<file path="src/design/cart_params.svh">
`ifndef CART_PARAMS_SVH
`define CART_PARAMS_SVH

////////////////////////////////////////////////////////////////////////////
// Download bus

`define CART_ADDR_W         25
`define CART_DATA_W         16

// All ones marks a cheat-code download
`define CODE_INDEX          8'hFF

////////////////////////////////////////////////////////////////////////////
// Cartridge header locations

`define HDR_REGION_ADDR_A   25'h1F0     // Both bytes hold region chars
`define HDR_REGION_ADDR_B   25'h1F2     // Low byte only
`define HDR_DONE_ADDR       25'h200     // Header fully received

// Serial number words, host order
`define ID_ADDR_0           25'h182
`define ID_ADDR_1           25'h184
`define ID_ADDR_2           25'h186
`define ID_ADDR_3           25'h188
`define ID_ADDR_4           25'h18A

// ID is complete once this word arrives
`define ID_CHECK_ADDR       25'h18C

`endif

</file>
<file path="src/design/cart_pkg.sv">
`default_nettype none

`include "cart_params.svh"

package cart_pkg;

	////////////////////////////////////////////////////////////////////////////
	// Download beat

	typedef struct packed {
		logic [7:0] hi;
		logic [7:0] lo;
	} byte_pair_t;

	// Header chars read byte-wise, ROM and cheat data word-wise
	typedef union packed {
		logic [`CART_DATA_W-1:0] word;
		byte_pair_t              bytes;
	} dl_word_u;

	typedef struct packed {
		logic                    wr;    // Single-cycle write qualifier
		logic [`CART_ADDR_W-1:0] addr;
		dl_word_u                data;
	} dl_beat_t;

	////////////////////////////////////////////////////////////////////////////
	// User settings and results

	// Mode 0 header, 1 file extension, 2 or 3 off
	typedef struct packed {
		logic [1:0] mode;
		logic [1:0] prio;       // US>EU>JP, EU>US>JP, US>JP>EU, JP>US>EU
		logic [7:0] ext_index;
	} region_cfg_t;

	typedef struct packed {
		logic sram;
		logic eeprom;
		logic fifo;
		logic noram;
		logic pier;
		logic ttn2;
		logic svp;
		logic fmbusy;
	} quirk_t;

	// Fields in record order, flags on top
	typedef struct packed {
		logic [31:0] flags;
		logic [31:0] address;
		logic [31:0] compare;
		logic [31:0] replace;
	} cheat_code_t;

endpackage

`default_nettype wire

</file>
<file path="src/design/load_ctrl.sv">
`timescale 1ns/100ps
`default_nettype none

`include "cart_params.svh"

module load_ctrl (
	input  wire                         clk_sys,
	input  wire                         rst_n,
	input  wire                         download,
	input  wire [7:0]                   index,
	input  wire cart_pkg::dl_beat_t     host_beat,
	input  wire                         rom_wrack,
	output cart_pkg::dl_beat_t          cart_beat,
	output cart_pkg::dl_beat_t          code_beat,
	output logic                        dl_start,
	output logic                        dl_end,
	output logic                        rom_wr,
	output logic                        ioctl_wait,
	output logic [`CART_ADDR_W-1:0]     rom_size,
	output logic [`CART_DATA_W-1:0]     rom_din
);

	logic                    code_dl;
	logic                    cart_dl;
	logic                    old_dl;
	logic [`CART_ADDR_W-1:0] last_addr;

	assign code_dl = download && (index == `CODE_INDEX);
	assign cart_dl = download && !code_dl;

	// Edges seen in the first cycle of the new level
	assign dl_start = cart_dl && !old_dl;
	assign dl_end   = old_dl && !cart_dl;

	// Memory expects the other byte order
	assign rom_din = {host_beat.data.bytes.lo, host_beat.data.bytes.hi};

	always_comb begin
		cart_beat    = host_beat;
		cart_beat.wr = host_beat.wr && cart_dl;
		code_beat    = host_beat;
		code_beat.wr = host_beat.wr && code_dl;
	end

	////////////////////////////////////////////////////////////////////////////
	// Toggle handshake with external memory

	always_ff @(posedge clk_sys) begin
		if (!rst_n) begin
			old_dl     <= 1'b0;
			rom_wr     <= 1'b0;
			ioctl_wait <= 1'b0;
		end else begin
			old_dl <= cart_dl;

			if (dl_end)
				ioctl_wait <= 1'b0;

			if (dl_start) begin
				rom_wr <= 1'b0;     // Fresh phase for each load
			end else if (cart_beat.wr) begin
				ioctl_wait <= 1'b1;
				rom_wr     <= ~rom_wr;
			end else if (ioctl_wait && (rom_wr == rom_wrack)) begin
				ioctl_wait <= 1'b0;     // Memory caught up
			end
		end
	end

	// Size is the address of the final word
	always_ff @(posedge clk_sys) begin
		if (cart_beat.wr)
			last_addr <= cart_beat.addr;
		if (dl_end)
			rom_size <= last_addr;
	end

endmodule

`default_nettype wire

</file>
<file path="src/design/region_detect.sv">
`timescale 1ns/100ps
`default_nettype none

`include "cart_params.svh"

module region_detect (
	input  wire                         clk_sys,
	input  wire                         rst_n,
	input  wire cart_pkg::dl_beat_t     cart_beat,
	input  wire                         dl_start,
	input  wire                         dl_end,
	input  wire cart_pkg::region_cfg_t  cfg,
	output logic [1:0]                  region_req,
	output logic                        region_set
);

	localparam logic [1:0] REGION_JP = 2'd0;
	localparam logic [1:0] REGION_US = 2'd1;
	localparam logic [1:0] REGION_EU = 2'd2;

	logic [2:0] hdr_jue;        // {J, U, E} seen so far
	logic [2:0] seen;
	logic       hdr_ready;
	logic       old_ready;
	logic       ready_rise;
	logic       ready_fall;

	// Any other printable up to 'Z' means Europe
	function automatic logic [2:0] classify(input logic [7:0] ch);
		logic [2:0] jue;
		jue = 3'b000;
		if (ch == "J")
			jue[2] = 1'b1;
		else if (ch == "U")
			jue[1] = 1'b1;
		else if (ch >= "0" && ch <= "Z")
			jue[0] = 1'b1;
		return jue;
	endfunction

	// First listed region is also the fallback
	function automatic logic [1:0] resolve(input logic [1:0] prio, input logic [2:0] jue);
		logic j;
		logic u;
		logic e;
		logic [1:0] r;
		{j, u, e} = jue;
		case (prio)
			2'd0:    r = u ? REGION_US : e ? REGION_EU : j ? REGION_JP : REGION_US;
			2'd1:    r = e ? REGION_EU : u ? REGION_US : j ? REGION_JP : REGION_EU;
			2'd2:    r = u ? REGION_US : j ? REGION_JP : e ? REGION_EU : REGION_US;
			default: r = j ? REGION_JP : u ? REGION_US : e ? REGION_EU : REGION_JP;
		endcase
		return r;
	endfunction

	always_comb begin
		seen = 3'b000;
		if (cart_beat.wr && cart_beat.addr == `HDR_REGION_ADDR_A)
			seen = classify(cart_beat.data.bytes.lo) | classify(cart_beat.data.bytes.hi);
		else if (cart_beat.wr && cart_beat.addr == `HDR_REGION_ADDR_B)
			seen = classify(cart_beat.data.bytes.lo);
	end

	assign ready_rise = hdr_ready && !old_ready;
	assign ready_fall = old_ready && !hdr_ready;

	////////////////////////////////////////////////////////////////////////////
	// Header scan and region request

	always_ff @(posedge clk_sys) begin
		if (!rst_n) begin
			hdr_jue    <= 3'b000;
			hdr_ready  <= 1'b0;
			old_ready  <= 1'b0;
			region_req <= REGION_JP;
			region_set <= 1'b0;
		end else begin
			old_ready <= hdr_ready;

			if (dl_start)
				hdr_jue <= 3'b000;
			else
				hdr_jue <= hdr_jue | seen;

			if (dl_end)
				hdr_ready <= 1'b0;
			else if (cart_beat.wr && cart_beat.addr == `HDR_DONE_ADDR)
				hdr_ready <= 1'b1;

			if (ready_rise) begin
				case (cfg.mode)
					2'd0: begin     // From header chars
						region_set <= 1'b1;
						region_req <= resolve(cfg.prio, hdr_jue);
					end
					2'd1: begin     // From file extension
						region_set <= |cfg.ext_index;
						region_req <= cfg.ext_index[7:6];
					end
					default: ;      // Not forced
				endcase
			end

			if (ready_fall)
				region_set <= 1'b0;
		end
	end

endmodule

`default_nettype wire

</file>
<file path="src/design/quirk_match.sv">
`timescale 1ns/100ps
`default_nettype none

`include "cart_params.svh"

module quirk_match (
	input  wire                         clk_sys,
	input  wire                         rst_n,
	input  wire cart_pkg::dl_beat_t     cart_beat,
	input  wire                         dl_start,
	output cart_pkg::quirk_t            quirks
);

	logic [63:0] cart_id;       // Eight ASCII chars, first char on top
	logic [15:0] id_swap;

	// Known titles that need special handling
	function automatic cart_pkg::quirk_t quirk_lookup(input logic [63:0] id);
		cart_pkg::quirk_t q;
		q = '0;
		case (id)
			// Save RAM mapped despite header
			"T-081276", "T-81406 ", "T-081586", "T-81576 ", "T-81476 ":
				q.sram = 1'b1;

			// Serial EEPROM saves
			"MK-1215 ", "G-4060  ", "00001211", "MK-1228 ", "G-5538  ",
			"00004076", "T-12046 ", "T-12053 ", "G-4524  ":
				q.eeprom = 1'b1;

			"T-113016": q.noram = 1'b1;     // Fake RAM check
			"T-89016 ": q.fifo  = 1'b1;
			"T-574023", "T-574013": q.pier = 1'b1;
			"TITAN002": q.ttn2 = 1'b1;
			"MK-1229 ", "G-7001  ": q.svp = 1'b1;   // DSP cartridge

			// Relies on FM busy flag
			"T-35036 ", "T-25073 ", "MK-1137-":
				q.fmbusy = 1'b1;

			default: ;
		endcase
		return q;
	endfunction

	assign id_swap = {cart_beat.data.bytes.lo, cart_beat.data.bytes.hi};

	////////////////////////////////////////////////////////////////////////////
	// ID assembly from byte-swapped words

	always_ff @(posedge clk_sys) begin
		if (cart_beat.wr) begin
			case (cart_beat.addr)
				`ID_ADDR_0: cart_id[63:56] <= cart_beat.data.bytes.hi;
				`ID_ADDR_1: cart_id[55:40] <= id_swap;
				`ID_ADDR_2: cart_id[39:24] <= id_swap;
				`ID_ADDR_3: cart_id[23:8]  <= id_swap;
				`ID_ADDR_4: cart_id[7:0]   <= cart_beat.data.bytes.lo;
				default: ;
			endcase
		end
	end

	always_ff @(posedge clk_sys) begin
		if (!rst_n)
			quirks <= '0;
		else if (dl_start)
			quirks <= '0;
		else if (cart_beat.wr && cart_beat.addr == `ID_CHECK_ADDR)
			quirks <= quirks | quirk_lookup(cart_id);
	end

endmodule

`default_nettype wire

</file>
<file path="src/design/cheat_loader.sv">
`timescale 1ns/100ps
`default_nettype none

module cheat_loader (
	input  wire                         clk_sys,
	input  wire                         rst_n,
	input  wire cart_pkg::dl_beat_t     code_beat,
	output cart_pkg::cheat_code_t       code,
	output logic                        code_valid
);

	// Low word first for every field
	always_ff @(posedge clk_sys) begin
		if (code_beat.wr) begin
			case (code_beat.addr[3:0])
				4'd0:  code.flags[15:0]    <= code_beat.data.word;
				4'd2:  code.flags[31:16]   <= code_beat.data.word;
				4'd4:  code.address[15:0]  <= code_beat.data.word;
				4'd6:  code.address[31:16] <= code_beat.data.word;
				4'd8:  code.compare[15:0]  <= code_beat.data.word;
				4'd10: code.compare[31:16] <= code_beat.data.word;
				4'd12: code.replace[15:0]  <= code_beat.data.word;
				4'd14: code.replace[31:16] <= code_beat.data.word;
				default: ;
			endcase
		end
	end

	// Last word of a record completes it
	always_ff @(posedge clk_sys) begin
		if (!rst_n)
			code_valid <= 1'b0;
		else
			code_valid <= code_beat.wr && (code_beat.addr[3:0] == 4'd14);
	end

endmodule

`default_nettype wire

</file>
<file path="src/design/cart_loader.sv">
`timescale 1ns/100ps
`default_nettype none

`include "cart_params.svh"

module cart_loader (
	input  wire                         clk_sys,
	input  wire                         rst_n,
	input  wire                         download,
	input  wire [7:0]                   index,
	input  wire cart_pkg::dl_beat_t     host_beat,
	input  wire cart_pkg::region_cfg_t  cfg,
	input  wire                         rom_wrack,
	output wire                         rom_wr,
	output wire                         ioctl_wait,
	output wire [`CART_ADDR_W-1:0]      rom_size,
	output wire [`CART_DATA_W-1:0]      rom_din,
	output wire [1:0]                   region_req,
	output wire                         region_set,
	output wire cart_pkg::quirk_t       quirks,
	output wire cart_pkg::cheat_code_t  code,
	output wire                         code_valid
);

	wire cart_pkg::dl_beat_t cart_beat;     // ROM download only
	wire cart_pkg::dl_beat_t code_beat;     // Cheat download only
	wire                     dl_start;
	wire                     dl_end;

	////////////////////////////////////////////////////////////////////////////
	// Download control and ROM handshake

	load_ctrl u_load_ctrl (
		.clk_sys    (clk_sys),
		.rst_n      (rst_n),
		.download   (download),
		.index      (index),
		.host_beat  (host_beat),
		.rom_wrack  (rom_wrack),
		.cart_beat  (cart_beat),
		.code_beat  (code_beat),
		.dl_start   (dl_start),
		.dl_end     (dl_end),
		.rom_wr     (rom_wr),
		.ioctl_wait (ioctl_wait),
		.rom_size   (rom_size),
		.rom_din    (rom_din)
	);

	////////////////////////////////////////////////////////////////////////////
	// Header decoders

	region_detect u_region_detect (
		.clk_sys    (clk_sys),
		.rst_n      (rst_n),
		.cart_beat  (cart_beat),
		.dl_start   (dl_start),
		.dl_end     (dl_end),
		.cfg        (cfg),
		.region_req (region_req),
		.region_set (region_set)
	);

	quirk_match u_quirk_match (
		.clk_sys    (clk_sys),
		.rst_n      (rst_n),
		.cart_beat  (cart_beat),
		.dl_start   (dl_start),
		.quirks     (quirks)
	);

	cheat_loader u_cheat_loader (
		.clk_sys    (clk_sys),
		.rst_n      (rst_n),
		.code_beat  (code_beat),
		.code       (code),
		.code_valid (code_valid)
	);

endmodule

`default_nettype wire

</file>
<file path="config.mk">
export PLATFORM = sky130hd
export DESIGN_NAME = cart_loader
export DESIGN_NICKNAME = d
export VERILOG_FILES = /design/src/design/cart_pkg.sv /design/src/design/load_ctrl.sv /design/src/design/region_detect.sv /design/src/design/quirk_match.sv /design/src/design/cheat_loader.sv /design/src/design/cart_loader.sv
export VERILOG_INCLUDE_DIRS = /design/src /design/src/design
export SDC_FILE = /design/constraint.sdc
export NUM_CORES = 1
export LEC_CHECK = 0
export BUFFER_PORTS_ARGS = -buffer_cell sky130_fd_sc_hd__buf_2
export CAP_MARGIN = 25
export CORE_MARGIN = 3
export CORE_UTILIZATION = 51
export CTS_BUF_LIST = sky130_fd_sc_hd__clkbuf_8
export CTS_CLUSTER_SIZE = 28
export DETAILED_ROUTE_END_ITERATION = 7
export PLACE_DENSITY = 0.77
export SLEW_MARGIN = 20
export SYNTH_ARGS = -nofsm -noshare
export SYNTH_HDL_FRONTEND = slang
export SYNTH_SLANG_ARGS = --single-unit
export TNS_END_PERCENT = 1
</file>
<file path="constraint.sdc">
create_clock -name clk_sys -period 5.99 [get_ports clk_sys]
set_input_delay 1.198 -clock clk_sys [delete_from_list [all_inputs] [get_ports clk_sys]]
set_output_delay 1.198 -clock clk_sys [all_outputs]
set_load 0.02 [all_outputs]
</file>
## Word-level counts from Yosys, hierarchy flattened

Cells that the tools add are included.

| storage, ports and cells | value |
|---|---|
| flip-flop bits (word level) | 262 |
| input bits | 66 |
| memories kept | 0 |
| latch bits | 0 |
| bits in writable memories | 0 |
| bits in read-only memories | 0 |
| logic and storage cells | 205 |

| cells by class | value |
|---|---|
| reductions and logical operators | 48 |
| bitwise operators | 5 |
| order comparisons | 4 |
| $add $sub $neg | 0 |
| multiplexer cells | 67 |
| shifts and indexed selects | 0 |
| divide/modulo/power cells | 0 |
| multiply operators | 0 |
| eq/ne operators | 49 |

Operators by type and width:

| cell | count |
|---|---|
| $eq 64x63->1 const B | 22 |
| $eq 25x9->1 const B | 8 |
| $eq 64x62->1 const B | 2 |
| $mux 1 | 47 |
| $eq 8x7->1 const B | 4 |
| $mux 2 | 15 |
| $reduce_and 2->1 | 14 |
| $eq 25x10->1 const B | 1 |
| $eq 4x4->1 const B | 4 |
| $ge 8x6->1 const B | 2 |
| $le 8x7->1 const B | 2 |
| $logic_and 1x1->1 | 16 |
| $reduce_or 2->1 | 5 |
| $reduce_or 9->1 | 1 |
| $eq 4x3->1 const B | 2 |
| $eq 8x8->1 const B | 1 |
| $or 8x8->8 | 1 |
| $reduce_or 8->1 | 1 |
| $mux 3 | 2 |
| $or 3x3->3 | 2 |
| $pmux 2 s3 | 1 |
| $logic_not 1->1 | 5 |
| $reduce_or 5->1 | 1 |
| $eq 2x1->1 const B | 2 |
| 10 further kinds | 12 |

## Longest topological paths before layout

| logic depth | value |
|---|---|
| depth after elaboration | 10 |
| gate-level depth with buffers | 7 |
| gate-level depth less buffers | 6 |

## Modules after synthesis

A second synthesis with hierarchy kept.

| unflattened totals | value |
|---|---|
| cell total of the unflattened synthesis | 671 |
| area total of the unflattened synthesis | 10441.3 um^2 |

Modules (own cells, without submodules):

| module | seq. area each (um^2) | area each (um^2) | cells an instance | instances |
|---|---|---|---|---|
| cheat_loader | 3863.7 | 3961.3 | 144 | 1 |
| quirk_match | 2082.0 | 3342.0 | 265 | 1 |
| load_ctrl | 1561.5 | 2434.8 | 174 | 1 |
| region_detect | 160.2 | 703.2 | 88 | 1 |

## Least setup slack after synthesis

Ideal clock, no wire load.

| timing | value |
|---|---|
| path type | input-to-reg |
| start | input host_beat[29] (netlist name) |
| end | register u_quirk_match.cart_id[40], enable pin |
| stages | 5 |
| data arrival time | 3.125 ns |
| slack | 2.477 ns |
| data required time | 5.602 ns |
| buffers on the path | 0 |
| library setup time | 0.388 ns |
| cells stage by stage | nor4_1 > nand3_1 > nor4b_1 > nand2_1 > nor2_1 |

| on the way | value |
|---|---|
| longest elaborated chain between the ends | 2 |

RTL lines:

| element | line | source |
|---|---|---|
| from (decl) | cart_loader.sv:11 | `input wire cart_pkg::dl_beat_t host_beat,` |
| $eq 25x9->1 | quirk_match.sv:53 | `case (cart_beat.addr)` |
| $reduce_and 2->1 (no line) | - |  |
| to (signal assigned) | quirk_match.sv:55 | `` `ID_ADDR_1: cart_id[55:40] <= id_swap; `` |
| to (decl) | quirk_match.sv:14 | `logic [63:0] cart_id;` |

Every way passes these cells.
A chain may end at the register's enable or synchronous reset.

## Final worst setup path

| timing | value |
|---|---|
| start | input host_beat[29] (netlist name) |
| end | register u_quirk_match.cart_id[31], enable pin |

The elaborated chain is that of the path after synthesis.

==> summary.md <==
| Metric | Value |
|---|---|
| Tot GR Track Use | 23.4% |
| Flip-flop cell with the highest count after synthesis | sky130_fd_sc_hd__edfxtp_1 |
| IO buf count | between 200 and 250 |
| Sum of overflow across all layers after global routing | 0 |
| WL final | around 24000 um |
| Part of the power in the clock network | 40.6% |
| Post-route worst setup slack | 2310 ps |
| R2r startpoint | u_quirk_match.cart_id[59]$_DFFE_PP_ |
| Max Freq | approximately 270 MHz |
| Synth Area per Inst | 16.7 um2 |
| Final hold violation count | 0 |
| CP required | 6230 ps |
| Antenna fix cells | 0 |
| #FFs+latches synth | 262 |
| Cell row count | 49 |
| Setup repair after global routing missed its margin | false |
| Data arrival at the endpoint of the critical path | 3920 ps |
| Clock latency on the worst-skew pair | 540 ps |
| Sw Share | between 20% and 30% |
| Antenna-violating nets left | 0 |
| Global-route wire length before repair | 36000 um |
| Largest fanout on the critical path | 9 |
| Maximum number of pins on one net before global-route repair | 28 |
| TNS Setup | 0 ps |
| Seq/Total Area, Yosys | 79.6% |
| Height of the die | 143 um |
| Path category of the worst min-delay check | flip-flop to flip-flop |
| Number of flops mapped to enable cells by yosys | 242 |
| Area added between synthesis and finish | 23.8% |
| Combinational Power Share | 3.0% |
| Final design area excluding fillers | about 12000 um2 |
| Run status | finished, final reports clean |
| Clock tree from TritonCTS | yes |
| Destination of the critical timing path | u_quirk_match.cart_id[31]$_DFFE_PP_ |
| Number of cells on the worst reg-to-reg path | 6 |
| Post-synthesis instance total | between 500 and 600 |
| Internal power consumption | 2.84 mW |
| Count of cell types in the netlist | 53 |
| Total power divided by cell area | approximately 300 nW/um2 |
| Syn_nets | about 640 |
| # Post-CTS Setup Buffers | 0 |
| Initial core utilization | 52.7% |
| Post-synth design cell area | 9630 um2 |
| Number of global-route vias before repair | 6303 |
| Max-capacitance violation count | 0 |
| Die W | 143 um |
| Placed instance area | 11100 um2 |
| Minimum clock period after layout | about 3700 ps |
| Dpl hpwl | ~17000 um |
| TritonRoute pass-1 iters | 5 |
| Placeable core area | 18300 um2 |
| Share of final-layout standard cells stronger than drive strength 1 | 36.4% |
| Number of vias per cell after detailed routing | roughly 5.7 |
| Final slew viol count | 0 |
| Layout Nets | around 930 |
| Endpoint type of the worst setup path | flip-flop |
| Iteration-0 DRC count of the detailed router | 526 |
| Kind of critical path | primary input to flip-flop |
| Flop-to-flop setup slack | about 3400 ps |
| I/O pin count | 249 |
| Count of vias placed by the detailed router | 6368 |
| Fin Clk Skew | 27.0 ps |
| TritonCTS Buffers | 42 |
| Initial antenna violation count | 0 |
| Final GP Congestion | 0.959 |
| Destination of the worst register-to-register timing path | u_quirk_match.quirks[5]$_SDFFE_PP0P_ |
| DRC viols | 0 |
| Resize count post-CTS | 0 |
| Maximum count of clock buffers along a single path | 3 |
| Warnings, synthesis | 0 |
| Post-route clock period utilization | 61.4% |
| Leakage | 4.31 nW |
| Layout Utilization | 65.2% |
| Async SR Flop Fraction | 0% |
| Relative slew slack | 36.4% |
| Die footprint | 20600 um2 |
| Cell at the root of the clock tree | sky130_fd_sc_hd__clkbuf_8 |
| Pre-CTS WS | ~1800 ps |
| Number of H-tree branching levels | 2 |
| TritonCTS Sinks | 262 |
| Relative contribution of sequential cells to total power | between 50% and 60% |
| Wire per inst | 21.9 um |
| Slew @ Worst Pin | 947 ps |
| Startpoint Class | primary input |
| Cts hold-fix bufs | 0 |
| Setup violations, final | 0 |
| Clock-pin slew of the registers on the worst-case setup and hold paths | ~60 ps |
| VDD IR max | 0.000260 V |
| Critical Path Source | host_beat[29] |
| P_sw | about 0.74 mW |
-- worst max-delay path: stages --
cell	delay [ps]
sky130_fd_sc_hd__buf_2	110
sky130_fd_sc_hd__nor4_1	600
sky130_fd_sc_hd__nand3_1	180
sky130_fd_sc_hd__nor4b_1	590
sky130_fd_sc_hd__nand2_1	280
sky130_fd_sc_hd__nor2_1	670
sky130_fd_sc_hd__buf_4	300
-- state kept, by name, summed over array words and instances, names as in the netlist --
register,count
u_region_detect.hdr_ready,1
u_region_detect.region_req,2
u_load_ctrl.old_dl,1
u_quirk_match.cart_id,64
u_region_detect.region_set,1
u_load_ctrl.ioctl_wait,1
u_cheat_loader.code_valid,1
u_region_detect.hdr_jue,3
u_cheat_loader.code,128
u_quirk_match.quirks,8
u_load_ctrl.rom_wr,1
u_region_detect.old_ready,1
u_load_ctrl.rom_size,25
u_load_ctrl.last_addr,25
-- cell families after synthesis --
family	Yosys count	share of synthesized area, %
AOI/OAI and AO/OA	44	3.34
buffers and inverters	27	1.68
DFF	262	79.6
xor gates and xnor gates	3	0.273
and+or+nand+nor	241	14.9
muxes	1	0.117
-- worst min path at each step --
stage | depth (start not counted) | slack (ps) | to | startpoint
2_1_floorplan | 0 | 400 | u_load_ctrl.rom_size[0]$_DFFE_PP_ | u_load_ctrl.last_addr[0]$_DFFE_PP_
3_3_place_gp | 0 | 400 | u_load_ctrl.rom_size[11]$_DFFE_PP_ | u_load_ctrl.last_addr[11]$_DFFE_PP_
3_5_place_dp | 0 | 400 | u_load_ctrl.rom_size[17]$_DFFE_PP_ | u_load_ctrl.last_addr[17]$_DFFE_PP_
4_1_cts | 0 | 410 | u_load_ctrl.rom_size[0]$_DFFE_PP_ | u_load_ctrl.last_addr[0]$_DFFE_PP_
5_1_grt | 0 | 420 | u_load_ctrl.rom_size[4]$_DFFE_PP_ | u_load_ctrl.last_addr[4]$_DFFE_PP_
6_report | 0 | 410 | u_load_ctrl.rom_size[0]$_DFFE_PP_ | u_load_ctrl.last_addr[0]$_DFFE_PP_
-- metrics by stage --
step | power (mW) | std cells | hold WS [ps]
floorplan | 2.10 | 578 | 400
global placement | 2.16 | 1044 | 402
detailed placement | 2.16 | 1046 | 405
CTS | 3.61 | 1119 | 411
global route | 3.69 | 1119 | 423
finish | 3.58 | 1119 | 411
-- Yosys cell counts, types with 4 or more instances --
cell                       instances  area share, %
sky130_fd_sc_hd__edfxtp_1        242             75
sky130_fd_sc_hd__nor2_1           45            1.8
sky130_fd_sc_hd__nand2_1          27            1.1
sky130_fd_sc_hd__dfxtp_1          20            4.2
sky130_fd_sc_hd__nand3_1          19           0.99
sky130_fd_sc_hd__nor3_1           19           0.99
sky130_fd_sc_hd__nor4_1           19            1.2
sky130_fd_sc_hd__nand4_1          18            1.2
sky130_fd_sc_hd__buf_4            16            1.2
sky130_fd_sc_hd__nor4b_1          13            1.2
sky130_fd_sc_hd__nand2b_1         10           0.65
sky130_fd_sc_hd__nand4b_1         10           0.91
sky130_fd_sc_hd__nor2b_1          10           0.65
sky130_fd_sc_hd__a21oi_1           8           0.42
sky130_fd_sc_hd__inv_1             8           0.31
sky130_fd_sc_hd__nor3b_1           7           0.55
sky130_fd_sc_hd__o21a_1            7           0.55
sky130_fd_sc_hd__nor4bb_1          6           0.62
sky130_fd_sc_hd__and2_1            5           0.32
sky130_fd_sc_hd__and3_1            5           0.32
sky130_fd_sc_hd__and3b_1           4           0.36
sky130_fd_sc_hd__o21ai_0           4           0.21
sky130_fd_sc_hd__or3_1             4           0.26
sky130_fd_sc_hd__or4_1             4           0.31
-- layout by cell type (no fill, tap or decap), drive strengths merged, types with 3 or more instances in the layout --
cell     count
buf        258
edfxtp     242
clkbuf      46
nor2        45
nand2       27
inv         20
dfxtp       20
nor4        19
nand3       19
nor3        19
nand4       18
nor4b       13
clkinv      13
nand2b      10
nor2b       10
nand4b      10
a21oi        8
o21a         7
nor3b        7
nor4bb       6
and3         5
or3          5
and2         5
o21ai        4
and3b        4
or4          4
nand4bb      3
and4         3
o211ai       3
a211oi       3
xnor2        3
-- power by group through the flow --
stage               clock network [mW]  logic, mW  registers (mW)
finish                            1.45      0.107            2.02
global route                      1.56      0.116            2.02
CTS                               1.48      0.108            2.02
detailed placement                   0      0.107            2.06
global placement                     0      0.106            2.06
floorplan                            0     0.0375            2.06
-- area by class of cell --
cell class	instances	area (um2)
Tap cell	229	287
Clock inverter	27	174
Sequential cell	262	7670
Multi-Input combinational cell	289	1810
Fill cell	1330	6350
Timing Repair Buffer	258	1320
Clock buffer	46	633
Inverter	8	30.0
-- metal layers --
layer  wire, um  global-route usage (%)  part of all wire (%)
met5          0                       0                     0
met4        592                    7.28                   2.4
met3       3000                    9.38                    12
met2      11400                    36.9                    47
met1       9480                    30.1                    39
(Power assumes the default switching activity.)
